File: src/logic/periph_pkg.sv
// ----------------------------------------
// timer and SPI register map
// ----------------------------------------
package periph_pkg;

	typedef logic [63:0] mtime_t;
	typedef logic [7:0]  spi_byte_t;

	// machine timer offsets
	localparam logic [5:0] OFF_MTIME_LO    = 6'h00;
	localparam logic [5:0] OFF_MTIME_HI    = 6'h04;
	localparam logic [5:0] OFF_MTIMECMP_LO = 6'h08;
	localparam logic [5:0] OFF_MTIMECMP_HI = 6'h0C;
	localparam logic [5:0] OFF_MSIP        = 6'h10;

	// SD SPI offsets
	localparam logic [5:0] OFF_SPI_DATA   = 6'h00;
	localparam logic [5:0] OFF_SPI_STATUS = 6'h04;
	localparam logic [5:0] OFF_SPI_CTRL   = 6'h08;

	// no compare match until software sets mtimecmp
	localparam mtime_t MTIMECMP_RESET = 64'hFFFF_FFFF_FFFF_FFFF;

	// field positions
	localparam int MSIP_BIT        = 0;
	localparam int STATUS_BUSY_BIT = 0;
	localparam int CTRL_CS_BIT     = 0;

	localparam logic CS_N_RESET = 1'b1;

endpackage

File: src/logic/soc_bus_pkg.sv
// ----------------------------------------
// peripheral bus types and region map
// ----------------------------------------
package soc_bus_pkg;

	typedef logic [15:0] addr_t;
	typedef logic [31:0] data_t;
	typedef logic [1:0]  resp_t;

	localparam resp_t RESP_OKAY   = 2'b00;
	localparam resp_t RESP_SLVERR = 2'b10;

	// region comes from address bits 15:14
	typedef enum logic [1:0] {
		REGION_TIMER  = 2'd0,
		REGION_SPI    = 2'd1,
		REGION_UNMAP2 = 2'd2,
		REGION_UNMAP3 = 2'd3
	} region_e;

	typedef struct packed {
		logic timer;
		logic spi;
	} periph_sel_t;

	// one register access, broadcast to all blocks
	typedef struct packed {
		logic       write;
		logic [5:0] offset;
		data_t      wdata;
	} reg_req_t;

	typedef struct packed {
		data_t rdata;
		logic  err;
	} reg_rsp_t;

endpackage

File: src/logic/axil_slave_port.sv
// ----------------------------------------
// AXI4-Lite peripheral slave port
// ----------------------------------------
module axil_slave_port
	import soc_bus_pkg::*;
(
	input  logic        clk,
	input  logic        rst_n,
	input  addr_t       awaddr,
	input  logic        awvalid,
	output logic        awready,
	input  data_t       wdata,
	input  logic        wvalid,
	output logic        wready,
	output resp_t       bresp,
	output logic        bvalid,
	input  logic        bready,
	input  addr_t       araddr,
	input  logic        arvalid,
	output logic        arready,
	output data_t       rdata,
	output resp_t       rresp,
	output logic        rvalid,
	input  logic        rready,
	output reg_req_t    req,
	output logic        req_valid,
	output periph_sel_t sel,
	input  reg_rsp_t    timer_rsp,
	input  reg_rsp_t    spi_rsp
);

	typedef enum logic [1:0] {
		ST_IDLE,
		ST_WAIT,
		ST_RESP
	} state_e;

	state_e      state;
	logic        wr_go;
	logic        rd_go;
	addr_t       dec_addr;
	region_e     region;
	periph_sel_t dec_sel;
	reg_rsp_t    sel_rsp;
	resp_t       resp_q;

	// ----------------------------------------
	// handshake and decode

	// write wins over a read in the same cycle
	assign wr_go   = (state == ST_IDLE) && awvalid && wvalid;
	assign rd_go   = (state == ST_IDLE) && arvalid && !(awvalid && wvalid);
	assign awready = wr_go;
	assign wready  = wr_go;
	assign arready = rd_go;

	assign dec_addr = wr_go ? awaddr : araddr;
	assign region   = region_e'(dec_addr[15:14]);

	always_comb begin
		dec_sel = '0;
		case (region)
			REGION_TIMER: dec_sel.timer = 1'b1;
			REGION_SPI:   dec_sel.spi   = 1'b1;
			default:      dec_sel       = '0;
		endcase
	end

	// unmapped region answers with its own error
	always_comb begin
		if (sel.timer) begin
			sel_rsp = timer_rsp;
		end else if (sel.spi) begin
			sel_rsp = spi_rsp;
		end else begin
			sel_rsp = '{rdata: '0, err: 1'b1};
		end
	end

	// ----------------------------------------
	// transaction FSM

	always_ff @(posedge clk or negedge rst_n) begin
		if (!rst_n) begin
			state     <= ST_IDLE;
			req_valid <= 1'b0;
			sel       <= '0;
		end else begin
			req_valid <= 1'b0;
			case (state)
				ST_IDLE: begin
					if (wr_go || rd_go) begin
						state     <= ST_WAIT;
						req_valid <= 1'b1;
						sel       <= dec_sel;
					end
				end
				// block registers its answer one edge after req_valid
				ST_WAIT: begin
					if (!req_valid) begin
						state <= ST_RESP;
					end
				end
				ST_RESP: begin
					if ((req.write && bready) || (!req.write && rready)) begin
						state <= ST_IDLE;
					end
				end
				default: state <= ST_IDLE;
			endcase
		end
	end

	always_ff @(posedge clk) begin
		if (wr_go || rd_go) begin
			req.write  <= wr_go;
			req.offset <= dec_addr[5:0];
			req.wdata  <= wdata;
		end
		if (state == ST_WAIT && !req_valid) begin
			rdata  <= sel_rsp.rdata;
			resp_q <= sel_rsp.err ? RESP_SLVERR : RESP_OKAY;
		end
	end

	assign bvalid = (state == ST_RESP) && req.write;
	assign rvalid = (state == ST_RESP) && !req.write;
	assign bresp  = resp_q;
	assign rresp  = resp_q;

endmodule

File: src/logic/mtimer_core.sv
// ----------------------------------------
// machine timer counter
// ----------------------------------------
module mtimer_core
	import periph_pkg::*;
#(
	parameter int CLK_MHZ = 27
) (
	input  logic   clk,
	input  logic   rst_n,
	input  logic   dbg_halt,
	input  logic   mtime_wr,
	input  mtime_t mtime_wdata,
	input  mtime_t mtimecmp,
	output mtime_t mtime,
	output logic   timer_irq
);

	localparam int PW = (CLK_MHZ > 1) ? $clog2(CLK_MHZ) : 1;
	localparam logic [PW-1:0] PRESC_LAST = PW'(CLK_MHZ - 1);

	logic [PW-1:0] presc;
	logic          tick;

	// one tick per microsecond, frozen under debug halt
	assign tick = !dbg_halt && (presc == PRESC_LAST);

	always_ff @(posedge clk or negedge rst_n) begin
		if (!rst_n) begin
			presc <= '0;
		end else if (mtime_wr || tick) begin
			// a new mtime value starts a full microsecond
			presc <= '0;
		end else if (!dbg_halt) begin
			presc <= presc + 1'b1;
		end
	end

	always_ff @(posedge clk or negedge rst_n) begin
		if (!rst_n) begin
			mtime <= '0;
		end else if (mtime_wr) begin
			mtime <= mtime_wdata;
		end else if (tick) begin
			mtime <= mtime + 64'd1;
		end
	end

	assign timer_irq = (mtime >= mtimecmp);

endmodule

File: src/logic/mtimer_regs.sv
// ----------------------------------------
// machine timer registers
// ----------------------------------------
module mtimer_regs
	import soc_bus_pkg::*;
	import periph_pkg::*;
(
	input  logic     clk,
	input  logic     rst_n,
	input  reg_req_t req,
	input  logic     req_valid,
	input  logic     sel_timer,
	input  mtime_t   mtime,
	output reg_rsp_t rsp,
	output logic     mtime_wr,
	output mtime_t   mtime_wdata,
	output mtime_t   mtimecmp,
	output logic     soft_irq
);

	logic  acc;
	logic  wr;
	logic  msip;
	logic  known;
	data_t rd_word;

	assign acc = req_valid && sel_timer;
	assign wr  = acc && req.write;

	always_comb begin
		known   = 1'b1;
		rd_word = '0;
		case (req.offset)
			OFF_MTIME_LO:    rd_word = mtime[31:0];
			OFF_MTIME_HI:    rd_word = mtime[63:32];
			OFF_MTIMECMP_LO: rd_word = mtimecmp[31:0];
			OFF_MTIMECMP_HI: rd_word = mtimecmp[63:32];
			OFF_MSIP:        rd_word[MSIP_BIT] = msip;
			default:         known = 1'b0;
		endcase
	end

	// a half write keeps the other half of the running count
	assign mtime_wr = wr && (req.offset == OFF_MTIME_LO || req.offset == OFF_MTIME_HI);
	assign mtime_wdata = (req.offset == OFF_MTIME_HI) ?
		{req.wdata, mtime[31:0]} : {mtime[63:32], req.wdata};

	always_ff @(posedge clk or negedge rst_n) begin
		if (!rst_n) begin
			mtimecmp <= MTIMECMP_RESET;
			msip     <= 1'b0;
		end else if (wr) begin
			case (req.offset)
				OFF_MTIMECMP_LO: mtimecmp[31:0]  <= req.wdata;
				OFF_MTIMECMP_HI: mtimecmp[63:32] <= req.wdata;
				OFF_MSIP:        msip            <= req.wdata[MSIP_BIT];
				default:         ;
			endcase
		end
	end

	always_ff @(posedge clk) begin
		if (acc) begin
			rsp.rdata <= req.write ? '0 : rd_word;
			rsp.err   <= !known;
		end
	end

	assign soft_irq = msip;

endmodule

File: src/logic/periph_top.sv
// ----------------------------------------
// peripheral subsystem top
// ----------------------------------------
module periph_top
	import soc_bus_pkg::*;
	import periph_pkg::*;
#(
	parameter int CLK_MHZ = 27,
	parameter int SPI_DIV = 4
) (
	input  logic  clk,
	input  logic  rst_n,
	input  addr_t awaddr,
	input  logic  awvalid,
	output logic  awready,
	input  data_t wdata,
	input  logic  wvalid,
	output logic  wready,
	output resp_t bresp,
	output logic  bvalid,
	input  logic  bready,
	input  addr_t araddr,
	input  logic  arvalid,
	output logic  arready,
	output data_t rdata,
	output resp_t rresp,
	output logic  rvalid,
	input  logic  rready,
	input  logic  dbg_halt,
	output logic  timer_irq,
	output logic  soft_irq,
	output logic  sd_clk,
	output logic  sd_cmd,
	output logic  sd_cs_n,
	input  logic  sd_dat0
);

	reg_req_t    req;
	logic        req_valid;
	periph_sel_t sel;
	reg_rsp_t    timer_rsp;
	reg_rsp_t    spi_rsp;
	mtime_t      mtime;
	mtime_t      mtime_wdata;
	mtime_t      mtimecmp;
	logic        mtime_wr;
	logic        start;
	logic        busy;
	spi_byte_t   tx_byte;
	spi_byte_t   rx_byte;

	axil_slave_port port_u (
		.clk, .rst_n,
		.awaddr, .awvalid, .awready,
		.wdata, .wvalid, .wready,
		.bresp, .bvalid, .bready,
		.araddr, .arvalid, .arready,
		.rdata, .rresp, .rvalid, .rready,
		.req, .req_valid, .sel,
		.timer_rsp, .spi_rsp
	);

	// ----------------------------------------
	// machine timer

	mtimer_regs timer_regs_u (
		.clk, .rst_n,
		.req, .req_valid,
		.sel_timer (sel.timer),
		.mtime,
		.rsp       (timer_rsp),
		.mtime_wr, .mtime_wdata, .mtimecmp,
		.soft_irq
	);

	mtimer_core #(
		.CLK_MHZ (CLK_MHZ)
	) timer_core_u (
		.clk, .rst_n, .dbg_halt,
		.mtime_wr, .mtime_wdata, .mtimecmp,
		.mtime, .timer_irq
	);

	// ----------------------------------------
	// SD card SPI

	sd_spi_regs spi_regs_u (
		.clk, .rst_n,
		.req, .req_valid,
		.sel_spi (sel.spi),
		.busy, .rx_byte,
		.rsp     (spi_rsp),
		.start, .tx_byte,
		.cs_n    (sd_cs_n)
	);

	sd_spi_shifter #(
		.SPI_DIV (SPI_DIV)
	) spi_shift_u (
		.clk, .rst_n,
		.start, .tx_byte, .sd_dat0,
		.sd_clk, .sd_cmd,
		.busy, .rx_byte
	);

endmodule

File: src/logic/sd_spi_regs.sv
// ----------------------------------------
// SD SPI registers
// ----------------------------------------
module sd_spi_regs
	import soc_bus_pkg::*;
	import periph_pkg::*;
(
	input  logic      clk,
	input  logic      rst_n,
	input  reg_req_t  req,
	input  logic      req_valid,
	input  logic      sel_spi,
	input  logic      busy,
	input  spi_byte_t rx_byte,
	output reg_rsp_t  rsp,
	output logic      start,
	output spi_byte_t tx_byte,
	output logic      cs_n
);

	logic  acc;
	logic  err;
	data_t rd_word;

	assign acc = req_valid && sel_spi;

	// DATA write only launches when the shifter is idle
	assign start   = acc && req.write && (req.offset == OFF_SPI_DATA) && !busy;
	assign tx_byte = req.wdata[7:0];

	always_comb begin
		err     = 1'b0;
		rd_word = '0;
		case (req.offset)
			OFF_SPI_DATA: begin
				rd_word[7:0] = rx_byte;
				err          = req.write && busy;
			end
			OFF_SPI_STATUS: rd_word[STATUS_BUSY_BIT] = busy;
			OFF_SPI_CTRL:   rd_word[CTRL_CS_BIT] = cs_n;
			default:        err = 1'b1;
		endcase
	end

	always_ff @(posedge clk or negedge rst_n) begin
		if (!rst_n) begin
			cs_n <= CS_N_RESET;
		end else if (acc && req.write && req.offset == OFF_SPI_CTRL) begin
			cs_n <= req.wdata[CTRL_CS_BIT];
		end
	end

	always_ff @(posedge clk) begin
		if (acc) begin
			rsp.rdata <= req.write ? '0 : rd_word;
			rsp.err   <= err;
		end
	end

endmodule

File: src/logic/sd_spi_shifter.sv
// ----------------------------------------
// SPI mode 0 byte shifter
// ----------------------------------------
module sd_spi_shifter
	import periph_pkg::*;
#(
	parameter int SPI_DIV = 4
) (
	input  logic      clk,
	input  logic      rst_n,
	input  logic      start,
	input  spi_byte_t tx_byte,
	input  logic      sd_dat0,
	output logic      sd_clk,
	output logic      sd_cmd,
	output logic      busy,
	output spi_byte_t rx_byte
);

	localparam int DW = (SPI_DIV > 1) ? $clog2(SPI_DIV) : 1;
	localparam logic [DW-1:0] DIV_LAST = DW'(SPI_DIV - 1);

	logic [DW-1:0] div_cnt;
	logic [2:0]    bit_cnt;
	logic          toggle;
	spi_byte_t     tx_sh;

	// sd_clk flips every SPI_DIV cycles
	assign toggle = busy && (div_cnt == DIV_LAST);

	// msb leads while sd_clk is low, line idles high
	assign sd_cmd = busy ? tx_sh[7] : 1'b1;

	always_ff @(posedge clk or negedge rst_n) begin
		if (!rst_n) begin
			busy    <= 1'b0;
			sd_clk  <= 1'b0;
			div_cnt <= '0;
			bit_cnt <= '0;
		end else if (!busy) begin
			if (start) begin
				busy    <= 1'b1;
				div_cnt <= '0;
				bit_cnt <= '0;
			end
		end else if (toggle) begin
			div_cnt <= '0;
			sd_clk  <= !sd_clk;
			// falling edge closes a bit
			if (sd_clk) begin
				bit_cnt <= bit_cnt + 3'd1;
				if (bit_cnt == 3'd7) begin
					busy <= 1'b0;
				end
			end
		end else begin
			div_cnt <= div_cnt + 1'b1;
		end
	end

	always_ff @(posedge clk) begin
		if (start && !busy) begin
			tx_sh <= tx_byte;
		end else if (toggle && sd_clk) begin
			tx_sh <= {tx_sh[6:0], 1'b0};
		end
		// sample on the rising sd_clk
		if (toggle && !sd_clk) begin
			rx_byte <= {rx_byte[6:0], sd_dat0};
		end
	end

endmodule

File: config.mk
export PLATFORM = sky130hd
export DESIGN_NAME = periph_top
export DESIGN_NICKNAME = d
export VERILOG_FILES = /design/src/logic/periph_pkg.sv /design/src/logic/soc_bus_pkg.sv /design/src/logic/axil_slave_port.sv /design/src/logic/mtimer_core.sv /design/src/logic/mtimer_regs.sv /design/src/logic/periph_top.sv /design/src/logic/sd_spi_regs.sv /design/src/logic/sd_spi_shifter.sv
export SDC_FILE = /design/constraint.sdc
export NUM_CORES = 1
export LEC_CHECK = 0
export BUFFER_PORTS_ARGS = -buffer_cell sky130_fd_sc_hd__buf_2
export CAP_MARGIN = 25
export CORE_ASPECT_RATIO = 0.6
export CORE_MARGIN = 4
export CORE_UTILIZATION = 30
export DETAILED_ROUTE_END_ITERATION = 7
export HOLD_SLACK_MARGIN = 0.02
export PLACE_DENSITY_LB_ADDON = 0.05
export SLEW_MARGIN = 10
export SYNTH_ARGS = -nofsm -noshare
export SYNTH_HDL_FRONTEND = slang
export SYNTH_SLANG_ARGS = --single-unit
File: constraint.sdc
create_clock -name clk -period 3.5 [get_ports clk]
set_clock_uncertainty 0.2 [all_clocks]
set_input_delay 0 -clock clk [delete_from_list [all_inputs] [get_ports clk]]
set_output_delay 0 -clock clk [all_outputs]
set_load 0.02 [all_outputs]
Word level (Yosys, flattened, before mapping)
Index checks and enable logic that the tools add are counted. Widths: inputs -> output; s select.

Logic and storage cells: 142. Output and inout bits: 46. Input bits: 73. Bits in registers: 302.

Bitwise gates (word level): 1. Reduce and logical (&&, ||, !) cells: 53. $lt $le $gt $ge: 1. Eq/ne operators: 18. Multiplexer cells: 37. Add/sub/neg operators: 4.

Operators with widths (number): $mux 64 (3); $pmux 31 s4 (1); $mux 33 (2); $add 64x1->64 const B (1); $ge 64x64->1 (1); $logic_and 1x1->1 (24); $mux 16 (1); $mux 8 (2); $mux 2 (7); $reduce_and 2->1 (7); $eq 6x4->1 const B (2); $mux 3 (4); $mux 1 (11); $mux 5 (2); $ne 2x1->1 const B (4); $ne 2x2->1 const B (4); $logic_not 1->1 (7); $eq 6x3->1 const B (1); $eq 6x5->1 const B (1); $logic_not 6->1 (1); $pmux 2 s3 (1); $reduce_and 3->1 (2); $reduce_bool 2->1 (3); $add 5x1->5 const B (1); 14 further kinds (21).

Depth between registers and ports, before layout
Gate-level depths: netlist of run 1.

Depth after elaboration: 6. Gate-level depth with buffers: 10. Mapped depth without buffers: 8.

By module
Synthesis of run 1 repeated with hierarchy kept, for this count alone.

Cells, all modules: 1303. Area, all modules: 15514.9 um^2.

Modules (own cells, without submodules): mtimer_core (sequential area each 1726.7 um^2, cells each 685, area an instance 5572.8 um^2, times used 1); mtimer_regs (sequential area each 2697.6 um^2, cells each 333, area an instance 5342.6 um^2, times used 1); axil_slave_port (sequential area each 2287.2 um^2, cells each 159, area an instance 2911.5 um^2, times used 1); sd_spi_shifter (sequential area each 655.6 um^2, cells each 60, area an instance 974.7 um^2, times used 1); sd_spi_regs (sequential area each 296.5 um^2, cells each 66, area an instance 713.2 um^2, times used 1).

Worst setup path after synthesis of run 1
Ideal clock, no wire load.

Path type: register -> register. From: reg port_u.sel[1] (netlist name). To: reg timer_core_u.mtime[37]. Data required time: 3.174 ns. Cell stages (with the launch flop): 9. Data arrival time: 2.574 ns. Buffers on the path: 2. Setup time: 0.126 ns. Slack: 0.600 ns. Clock period less this slack: 2.900 ns. Cell sequence: dfrtp_1 > clkbuf_1 > and2_1 > nand4b_2 > nand2_1 > buf_4 > nor3_1 > mux2i_1 > a221o_1.

Cells in the longest elaborated chain, start to end: 5. Elaborated cells on any way between the ends: 7. Those cells by class: 1 x eq/ne; 1 x mux; 5 x reduce/logical.

RTL lines: $logic_and 1x1->1 (*) (line mtimer_regs.sv:27) `assign acc = req_valid && sel_timer;`; via timer_regs_u.acc (line mtimer_regs.sv:21) `logic acc;`; $logic_and 1x1->1 (*) (line mtimer_regs.sv:28) `assign wr = acc && req.write;`; $logic_and 1x1->1 (*) (line mtimer_regs.sv:44) `assign mtime_wr = wr && (req.offset == OFF_MTIME_LO || req.offset == OFF_MTIME_HI);`; $ne 2x1->1 (no source line) / $reduce_bool 2->1 (equally long branches); $reduce_and 2->1 (no source line); end signal: assignment (line mtimer_core.sv:43) `mtime <= mtime_wdata;`; end signal: assignment (line mtimer_core.sv:45) `mtime <= mtime + 64'd1;`; end: declaration (line mtimer_core.sv:15) `output mtime_t mtime,`.

Mark *: on every way through the listed nets, which the timed path passes. The rest lies on a longest branch. A chain may end at the register's enable or synchronous reset.

Final worst setup path of run 1
From: reg timer_regs_u.mtimecmp[50]. To: out timer_irq.

Cells in the longest elaborated chain, start to end: 1.

RTL lines: start: declaration (line mtimer_regs.sv:17) `output mtime_t mtimecmp,`; start signal: assignment (line mtimer_regs.sv:55) `OFF_MTIMECMP_HI: mtimecmp[63:32] <= req.wdata;`; $ge 64x64->1 (line mtimer_core.sv:49) `assign timer_irq = (mtime >= mtimecmp);`; end: declaration (line periph_top.sv:30) `output logic timer_irq,`.

No other way between the ends.

==> results of run 1 <==
routing by layer:
layer | vias up | part of all wire [%]
li1 | 5802 | -
met1 | 6140 | 53
met4 | 0 | 1.8
met3 | 61 | 8.5
met2 | 394 | 37
met5 | - | 0
worst max-delay path, delay by kind of cell (launching register included):
kind	cells	cell delay [ns]
buffers and inverters	3	0.33
and+or+nand+nor	4	1.19
AOI/OAI and AO/OA	1	0.23
DFF	1	0.53
adders and majority gates	1	0.29
power by group:
part	internal (mW)	leakage [nW]	switching (mW)	total (mW)
combinational	0.747	3.60	1.24	1.99
clock	1.81	0.461	1.41	3.22
sequential	4.05	2.84	0.458	4.51
total	6.61	6.90	3.11	9.72
area by class of cell:
class	count	area, um2	share of cell area [%]
clock buffer	42	796	4.34
tap	640	801	4.37
clock inverter	14	166	0.908
timing repair buffer	301	2340	12.8
antenna	4	10.0	0.0546
multi-input combinational	983	6260	34.1
inverter	80	300	1.64
sequential	277	7660	41.8
cell families (layout without fill, tap and decap cells):
logic type / Yosys count / after routing / share of synthesized area [%]
simple gates: 534 / 534 / 18.6
compound gates: 343 / 343 / 15.4
flops: 277 / 277 / 53.0
buf+inv: 157 / 437 / 4.45
fa+ha+maj: 70 / 70 / 6.05
mux: 28 / 28 / 2.12
xor+xnor: 6 / 6 / 0.363
other cells: 1 / 6 / 0.0259
sequential cells by signal, summed over array words and instances, names as in the netlist, 2 cells and up:
| signal | cells |
|---|---|
| port_u.rdata | 32 |
| port_u.state | 2 |
| port_u.req | 39 |
| timer_core_u.presc | 5 |
| timer_regs_u.mtimecmp | 64 |
| timer_core_u.mtime | 64 |
| spi_shift_u.bit_cnt | 3 |
| spi_shift_u.tx_sh | 8 |
| spi_regs_u.rsp | 9 |
| spi_shift_u.rx_byte | 8 |
| spi_shift_u.div_cnt | 2 |
| timer_regs_u.rsp | 33 |
| port_u.sel | 2 |
path summary, 6_finish.rpt:
| path | from | endpoint | slack, ns |
|---|---|---|---|
| setup reg to reg | timer_core_u.mtime[28] | timer_core_u.mtime[63] | 0.36 |
| max in group asynchronous | rst_n | timer_regs_u.mtimecmp[23] | 2.13 |
| hold / removal | araddr[5] | port_u.req[37] | 0.05 |
| hold reg to reg | spi_shift_u.rx_byte[3] | spi_shift_u.rx_byte[4] | 0.24 |
| setup / recovery | timer_regs_u.mtimecmp[50] | timer_irq | 0.14 |
| min in group asynchronous | rst_n | timer_regs_u.mtimecmp[63] | 0.45 |
cell usage after synthesis (all sizes together) (3+ instances only):
cell,instances,area (um2)
nand2,208,781
edfxtp,130,3900
o21ai,107,536
a21oi,93,469
dfrtp,82,2050
inv,80,300
ha,70,876
dfstp,65,1710
nor2,64,250
clkbuf,51,191
nand3,47,235
nand4,47,294
and2,37,231
a222oi,32,320
nor3,30,176
nor4,28,196
buf,26,153
and3,25,156
mux2,21,236
a22o,15,131
o211ai,15,113
a22oi,10,75.1
and4,10,87.6
a221o,8,80.1
o31ai,8,60.1
a31oi,7,43.8
mux2i,7,70.1
nand2b,7,43.8
nor2b,7,43.8
a32oi,6,52.6
or3,6,42.5
o22ai,5,31.3
a211oi,4,30.0
a21o,4,30.0
nand3b,4,30.0
o211a,4,40.0
o2bb2ai,4,35.0
and4b,3,30.0
o32ai,3,26.3
xnor2,3,26.3
xor2,3,26.3
repair_timing:
item | CTS | global route
hold endpoints to repair | 149 | 0
endpoints found under the setup margin | 1 | 2
hold buffers | 100 | 0
resized for setup | 3 | 7
pin swaps | 0 | 6
stage by stage:
stage	instances	setup TNS (ns)	cell area [um2]	util (%)	power, mW
6_report	2341	0	18300	38.4	9.72
5_1_grt	2337	-0.00443	18300	38.4	10.3
4_1_cts	2336	0	18300	38.2	9.84
3_5_place_dp	2180	0	16300	34.0	6.42
3_3_place_gp	2180	0	16300	34.0	6.40
2_1_floorplan	1417	0	14500	-	5.49
cell usage in the layout (no fill, tap or decap), types with 59 or more instances in the layout:
| cell type | n |
|---|---|
| inv_1 | 78 |
| a21oi_1 | 91 |
| buf_2 | 98 |
| ha_1 | 68 |
| dfstp_2 | 65 |
| dfrtp_1 | 81 |
| dlygate4sd3_1 | 99 |
| nor2_1 | 59 |
| edfxtp_1 | 130 |
| buf_4 | 97 |
| o21ai_0 | 100 |
| nand2_1 | 208 |
==> flow_summary.yaml, run 1 <==
outcome:
  outcome: "finished, final reports clean"
logic_synthesis:
  postSynthCellCount: 1416
  async_flop_share_pct: 53.1
  yosysWarnings: 0
  ys_seq_area_share_pct: 53.0
  synth_ff_type: "edfxtp_1"
  syn_area_um2: 14500
  synth-seq-cells: 277
  synth.distinct_cells: 74
  synth_edf_count: 130
  syn_area_per_cell_um2: 10.2
die:
  start_util_pct: 30.3
  core_um2: 47800
  io_pins: 119
  die_area_um2: 51900
  core.rowCount: 62
  die_w_um: 292
  die_y_um: 178
route:
  postRouteAntennaNets: 0
  drc: 0
  routedWlPerCell_um: 23.4
  via_per_inst: 5.30
  drt_iter0_drc: 1278
  totalWireLength_mm: 54.7
  route.vias.total: 12400
  drtPass1Iterations: 5
grt:
  grtUsageMet2_pct: 26.4
  gr-usage-met3_pct: 5.50
  grt_overflow: 0
  grt_start_max_net_pins: 60
  use_met1_pct: 34.0
  globalRouteTotalUtil_pct: 20.7
  antenna_found_initial: 1
  grt_pass1_vias: 11700
  busiest_layer: "met1"
  grt_pass1_wl_mm: 80.4
worst_hold_path:
  hold_path.class: "in2reg"
  whs_path_depth: 3
clocking:
  cts_root_buf: "clkbuf_16"
  cts_buffers: 30
  postCtsSetupRepairBufs: 0
  clock_path_buffers: 3
  htreeDepth: 1
  clkSlewWorstSetupHoldPaths_ns: 0.07
  clock_latency_ns: 0.61
  cts.sinks: 277
  cts_tree: "done"
setup_path:
  cp_max_fo: 2
  start_kind: "register"
  slowest_delay_ns: 0.53
  reg2reg_depth: 7
  crit_slowest_cell: "dfstp_2"
  arrival_ns: 3.16
  timing.critical_path.cells: "inv_1, ha_1, nand4_1, nor4_4, nand3_1, or3_1, o211ai_1, buf_4, buf_6"
  path_class: "reg2out"
  critPathCaptureType: "output port"
  crit_required_ns: 3.30
sta:
  finalHoldViolCount: 0
  hold_ws_ns: 0.0456
  post-route-period-util_pct: 95.9
  rsz0062_at_grt: "yes"
  worst_slack_ns: 0.144
  worst_pin_slew_ns: 1.04
  max_freq_ghz: 0.298
  fin_crit_ns: 3.36
  max_slew_margin_pct: 30.7
  setup_viol: 0
  report.final.slew_viol_count: 0
place:
  pre_cts_ws_ns: 0.261
  port_buffers: 100
  gp_congestion: 0.925
  dp_hpwl_mm: 39.6
power:
  power_density_nw_per_um2: 530
  peakVddDrop_v: 0.000362
  p_leak_nw: 6.90
finish:
  num-nets-final: 1816
  syn_to_final_growth_pct: 26.7
  drive_above_1_share_pct: 20.9
  fillers: 4821
job:
  cap_violations: 0
(Power assumes the default switching activity.)
==> run 2: changes to the inputs <==
- CORE_MARGIN: 4 -> 1
==> run 2 against run 1 <==
Effect of this change: the run now ends with design-rule violations left; setup slack lost 0.064 ns; die area fell by 5.4%; utilization increased by 0.28 points; register-to-register slack better by 0.04 ns; via count grew 2.0%; count of clock-buffer cells in the layout did not move; global-route usage rose by 2.7 points; clock power rose by 3%; design area shrank 1.0%; sequential share of layout area rose by 0.43 points; combinational power decreased by 3%.
==> flow_summary.yaml, run 2 (synthesis gave the netlist of run 1 again) <==
clocking:
  cts_tree: "done"
  cts_root_buf: "clkbuf_16"
  clock_latency_ns: 0.60
  cts.sinks: 277
  htreeDepth: 1
  cts_buffers: 31
  clkSlewWorstSetupHoldPaths_ns: 0.06
  clock_path_buffers: 3
power:
  power_density_nw_per_um2: 542
  peakVddDrop_v: 0.000312
  p_sw_share_pct: 32.3
  p_sw_mw: 3.18
  seqPwrFrac_pct: 46.6
  pwr-share-clk_pct: 33.7
  power.internal_mw: 6.65
  share_comb_of_total_power_pct: 19.7
  p_leak_nw: 6.79
setup_path:
  critPathCaptureType: "output port"
  start_kind: "register"
  reg2reg_depth: 6
  arrival_ns: 3.22
  crit_required_ns: 3.30
  path_class: "reg2out"
  cp_max_fo: 2
grt:
  grt_start_max_net_pins: 65
  grt_pass1_wl_mm: 82.8
  grt_overflow: 0
  globalRouteTotalUtil_pct: 23.3
  grt_pass1_vias: 11500
  antenna_found_initial: 1
place:
  port_buffers: 100
  place_area_um2: 16100
  dp_hpwl_mm: 42.2
  gp_congestion: 0.929
route:
  drc: 2
  postRouteAntennaNets: 0
  routedWlPerCell_um: 24.9
  totalWireLength_mm: 57.4
  route.vias.total: 12600
  via_per_inst: 5.48
  drt_iter0_drc: 1598
  drtPass1Iterations: 8
die:
  io_pins: 119
  die_w_um: 286
  core_um2: 46900
  start_util_pct: 30.8
  die_y_um: 172
  die_area_um2: 49100
  core.rowCount: 61
worst_hold_path:
  whs_path_depth: 4
  hold_path.class: "in2reg"
finish:
  regArea_um2: 7660
  final_cell_area_um2: 18100
  final_cell_mix: "nand2_1, edfxtp_1, o21ai_0"
  largestRegisters: "timer_core_u.mtime (64), timer_regs_u.mtimecmp (64), port_u.req (39)"
  syn_to_final_growth_pct: 25.4
  multi_input_area_um2: 6240
  final_common_cell: "nand2_1"
  num-nets-final: 1795
  drive_above_1_share_pct: 20.5
  fillers: 4678
  utilization_pct: 38.7
sta:
  max_freq_ghz: 0.292
  worst_pin_slew_ns: 0.986
  report.final.slew_viol_count: 0
  max_slew_margin_pct: 34.1
  setup_viol: 0
  fin_crit_ns: 3.42
  post-route-period-util_pct: 97.7
  finalHoldViolCount: 0
outcome:
  violations: "design-rule violations"
  outcome: "complete, but fails checks"
job:
  cap_violations: 0
run 2: cell count changes in the layout (fill, tap and decap cells not counted), moves of 2 or more:
| cell | delta |
|---|---|
| clkinvlp_4 | +2 |
| clkbuf_8 | +2 |
| dlygate4sd3_1 | -9 |
| buf_4 | -12 |
| nor4_2 | +2 |
| clkbuf_1 | -3 |
| diode_2 | -3 |
run 2: path summary, 6_finish.rpt:
check,start,to,slack (ns)
setup / recovery,timer_regs_u.mtimecmp[15],timer_irq,0.08
max in group asynchronous,rst_n,timer_regs_u.mtimecmp[18],2.66
setup reg to reg,port_u.state[1],port_u.sel[0],0.40
min in group asynchronous,rst_n,timer_regs_u.mtimecmp[6],0.07
hold / removal,bready,port_u.state[1],0.05
hold reg to reg,spi_shift_u.rx_byte[4],spi_shift_u.rx_byte[5],0.24
run 2: metrics by stage:
step | std cells | power (mW) | setup TNS (ns) | worst slack (ns) | hold WS, ns
2_1_floorplan | 1417 | 5.49 | 0 | 0.600 | -0.496
5_1_grt | 2307 | 10.3 | -0.0106 | -0.0106 | 0.0490
6_report | 2308 | 9.83 | 0 | 0.0800 | 0.0456
3_3_place_gp | 2154 | 6.42 | 0 | 0.529 | -0.0354
4_1_cts | 2304 | 9.89 | 0 | 0.0102 | 0.0205
3_5_place_dp | 2154 | 6.44 | 0 | 0.500 | -0.0326
run 2: worst max-delay path, cell delays in order (launching register included):
cell,delay (ns)
dfstp_2,0.54
inv_1,0.05
ha_1,0.50
nand4_1,0.50
nor3_1,0.39
a21oi_1,0.19
o211ai_1,0.26
buf_4,0.19
run 2: metal layers:
layer	share of wire, %	GRT usage [%]	up-vias
met2	34	27.3	538
met1	54	39.6	6295
li1	-	-	5758
met3	11	6.89	53
met4	1.3	3.60	0
met5	0	0	-
run 2: power by group through the flow:
stage               logic (mW)  registers (mW)  clock network (mW)
floorplan                0.976            4.51                   0
global placement          1.79            4.62                   0
detailed placement        1.81            4.63                   0
CTS                       1.92            4.57                3.40
global route              2.14            4.63                3.52
finish                    1.93            4.58                3.32
run 2: cell type report:
cell class,count,share of cell area (%)
Clock inverter,16,0.883
Antenna cell,1,0.0138
Timing Repair Buffer,279,11.8
Clock buffer,42,4.61
Inverter,80,1.65
Tap cell,630,4.34
Sequential cell,277,42.2
Multi-Input combinational cell,983,34.4
run 2: repair_timing:
| item | in CTS | in global routing |
|---|---|---|
| endpoints found under the setup margin | 1 | 1 |
| gates cloned | 0 | 0 |
| pin swaps | 1 | 4 |
| hold buffers | 91 | 0 |
| buffers inserted | 1 | 2 |
| gates resized for setup | 1 | 4 |
| endpoints found under the hold margin | 168 | 0 |
==> run 3: changes to the inputs <==
- PLACE_DENSITY_LB_ADDON: 0.05 -> not set
==> run 3 against run 2 <==
Effect of this change: the run now ends clean; largest power group unchanged; critical path depth up 1; wire length down 9.5%; register-to-register slack lost 0.18 ns; combinational power about the same; die area unchanged; sequential power fell by 1%; final cell count is 0.13% lower; design area is 0.52% higher; clock power rose by 3%.
==> flow_summary.yaml, run 3 (synthesis gave the netlist of run 1 again) <==
sta:
  finalHoldViolCount: 0
  max_freq_ghz: 0.292
  worst_pin_slew_ns: 0.939
  max_slew_margin_pct: 37.3
  setup_viol: 0
  fin_crit_ns: 3.43
  fin_tns_setup_ns: 0
  post-route-period-util_pct: 97.9
  report.final.slew_viol_count: 0
  rsz0062_at_grt: "no"
clocking:
  htreeDepth: 1
  clkSlewWorstSetupHoldPaths_ns: 0.07
  clock_latency_ns: 0.60
  cts_tree: "done"
  cts_root_buf: "clkbuf_16"
  cts.sinks: 277
  clock_path_buffers: 3
  cts_buffers: 28
grt:
  grt_pass1_vias: 12100
  antenna_found_initial: 1
  grt_start_max_net_pins: 65
  globalRouteTotalUtil_pct: 21.1
  grt_overflow: 0
  grt_pass1_wl_mm: 77.3
die:
  die_area_um2: 49100
  die_y_um: 172
  core.rowCount: 61
  io_pins: 119
  core_um2: 46900
  start_util_pct: 30.8
  die_w_um: 286
route:
  totalWireLength_mm: 52.0
  top_layer_used: "met5"
  postRouteAntennaNets: 0
  drt_iter0_drc: 1530
  via_per_inst: 5.49
  wl_met1_mm: 25.3
  wl_met2_mm: 19.3
  route.vias.total: 12600
  routedWlPerCell_um: 22.5
  wl_met3_mm: 6.44
  drc: 0
  drtPass1Iterations: 6
worst_hold_path:
  hold_path.class: "in2reg"
  whs_path_depth: 3
  whs_endpoint: "port_u.req[33]"
  min_from: "awaddr[1]"
finish:
  num-nets-final: 1796
  largestRegisters: "timer_core_u.mtime (64), timer_regs_u.mtimecmp (64), port_u.req (39)"
  final_common_cell: "nand2_1"
  final_cell_mix: "nand2_1, edfxtp_1, o21ai_0"
  syn_to_final_growth_pct: 26.1
  drive_above_1_share_pct: 20.7
  antenna_cells: 0
power:
  peakVddDrop_v: 0.000385
  p_leak_nw: 6.85
  power_mw: 9.88
  power_density_nw_per_um2: 542
setup_path:
  cp_max_fo: 3
  critPathCaptureType: "output port"
  arrival_ns: 3.23
  r2r-start: "port_u.req[34]"
  crit_required_ns: 3.30
  reg2reg_depth: 7
  timing.rr.end: "timer_regs_u.rsp[7]"
  reg2reg_setup_slack_ns: 0.22
  start_kind: "register"
  path_class: "reg2out"
place:
  gp_congestion: 1.02
  port_buffers: 100
  dp_hpwl_mm: 37.6
job:
  cap_violations: 0
outcome:
  outcome: "finished, final reports clean"
run 3: timing repair:
| action | in CTS | in global routing |
|---|---|---|
| endpoints found under the hold margin | 177 | 0 |
| pin swaps | 0 | 6 |
| hold buffers | 96 | 0 |
| endpoints found under the setup margin | 1 | 1 |
| setup buffers | 0 | 1 |
| resized for setup | 3 | 7 |
run 3: layer usage:
| metal | vias to the layer above | global-route usage (%) |
|---|---|---|
| li1 | 5734 | - |
| met1 | 6242 | 32.3 |
| met2 | 606 | 27.1 |
| met3 | 59 | 8.19 |
| met4 | 2 | 3.51 |
| met5 | - | 2.30 |
run 3: stage by stage:
| step | hold slack, ns | area, um2 | setup slack (ns) | instances | utilization [%] |
|---|---|---|---|---|---|
| floorplan | -0.496 | 14500 | 0.600 | 1417 | - |
| global placement | -0.244 | 16100 | 0.310 | 2154 | 34.4 |
| detailed placement | -0.238 | 16100 | 0.315 | 2154 | 34.4 |
| CTS | 0.0229 | 18200 | 0.0203 | 2302 | 38.7 |
| global route | 0.0457 | 18200 | 0.00404 | 2305 | 38.9 |
| finish | 0.0377 | 18200 | 0.0737 | 2305 | 38.9 |
run 3: worst max-delay path by stage:
stage	startpoint	endpoint	slack, ns	depth (start not counted)
5_1_grt	timer_regs_u.mtimecmp[50]	timer_irq	0.004	8
6_report	timer_regs_u.mtimecmp[51]	timer_irq	0.07	8
4_1_cts	timer_regs_u.mtimecmp[62]	timer_irq	0.02	8
3_5_place_dp	timer_core_u.presc[2]	timer_core_u.mtime[54]	0.32	6
2_1_floorplan	port_u.sel[1]	timer_core_u.mtime[37]	0.60	8
3_3_place_gp	timer_core_u.presc[2]	timer_core_u.mtime[54]	0.31	6
run 3: power breakdown:
| group | internal [mW] | switching, mW |
|---|---|---|
| clock network | 2.02 | 1.41 |
| registers | 4.06 | 0.476 |
| logic | 0.712 | 1.21 |
| total | 6.79 | 3.09 |
run 3: worst max-delay path, stage by stage, from the launching register on:
cell      delay [ns]
dfstp_2         0.54
inv_1           0.07
ha_4            0.28
nand4_1         0.31
nor4_4          0.45
nand3_1         0.14
or3_1           0.31
o211ai_1        0.33
buf_4           0.22
run 3: area by class of cell:
cell class / count / area (um2)
multi-input combinational: 983 / 6270
timing repair buffer: 283 / 2180
tap: 630 / 788
clock inverter: 20 / 309
sequential: 277 / 7660
inverter: 80 / 300
clock buffer: 32 / 726
fill: 4622 / 28700
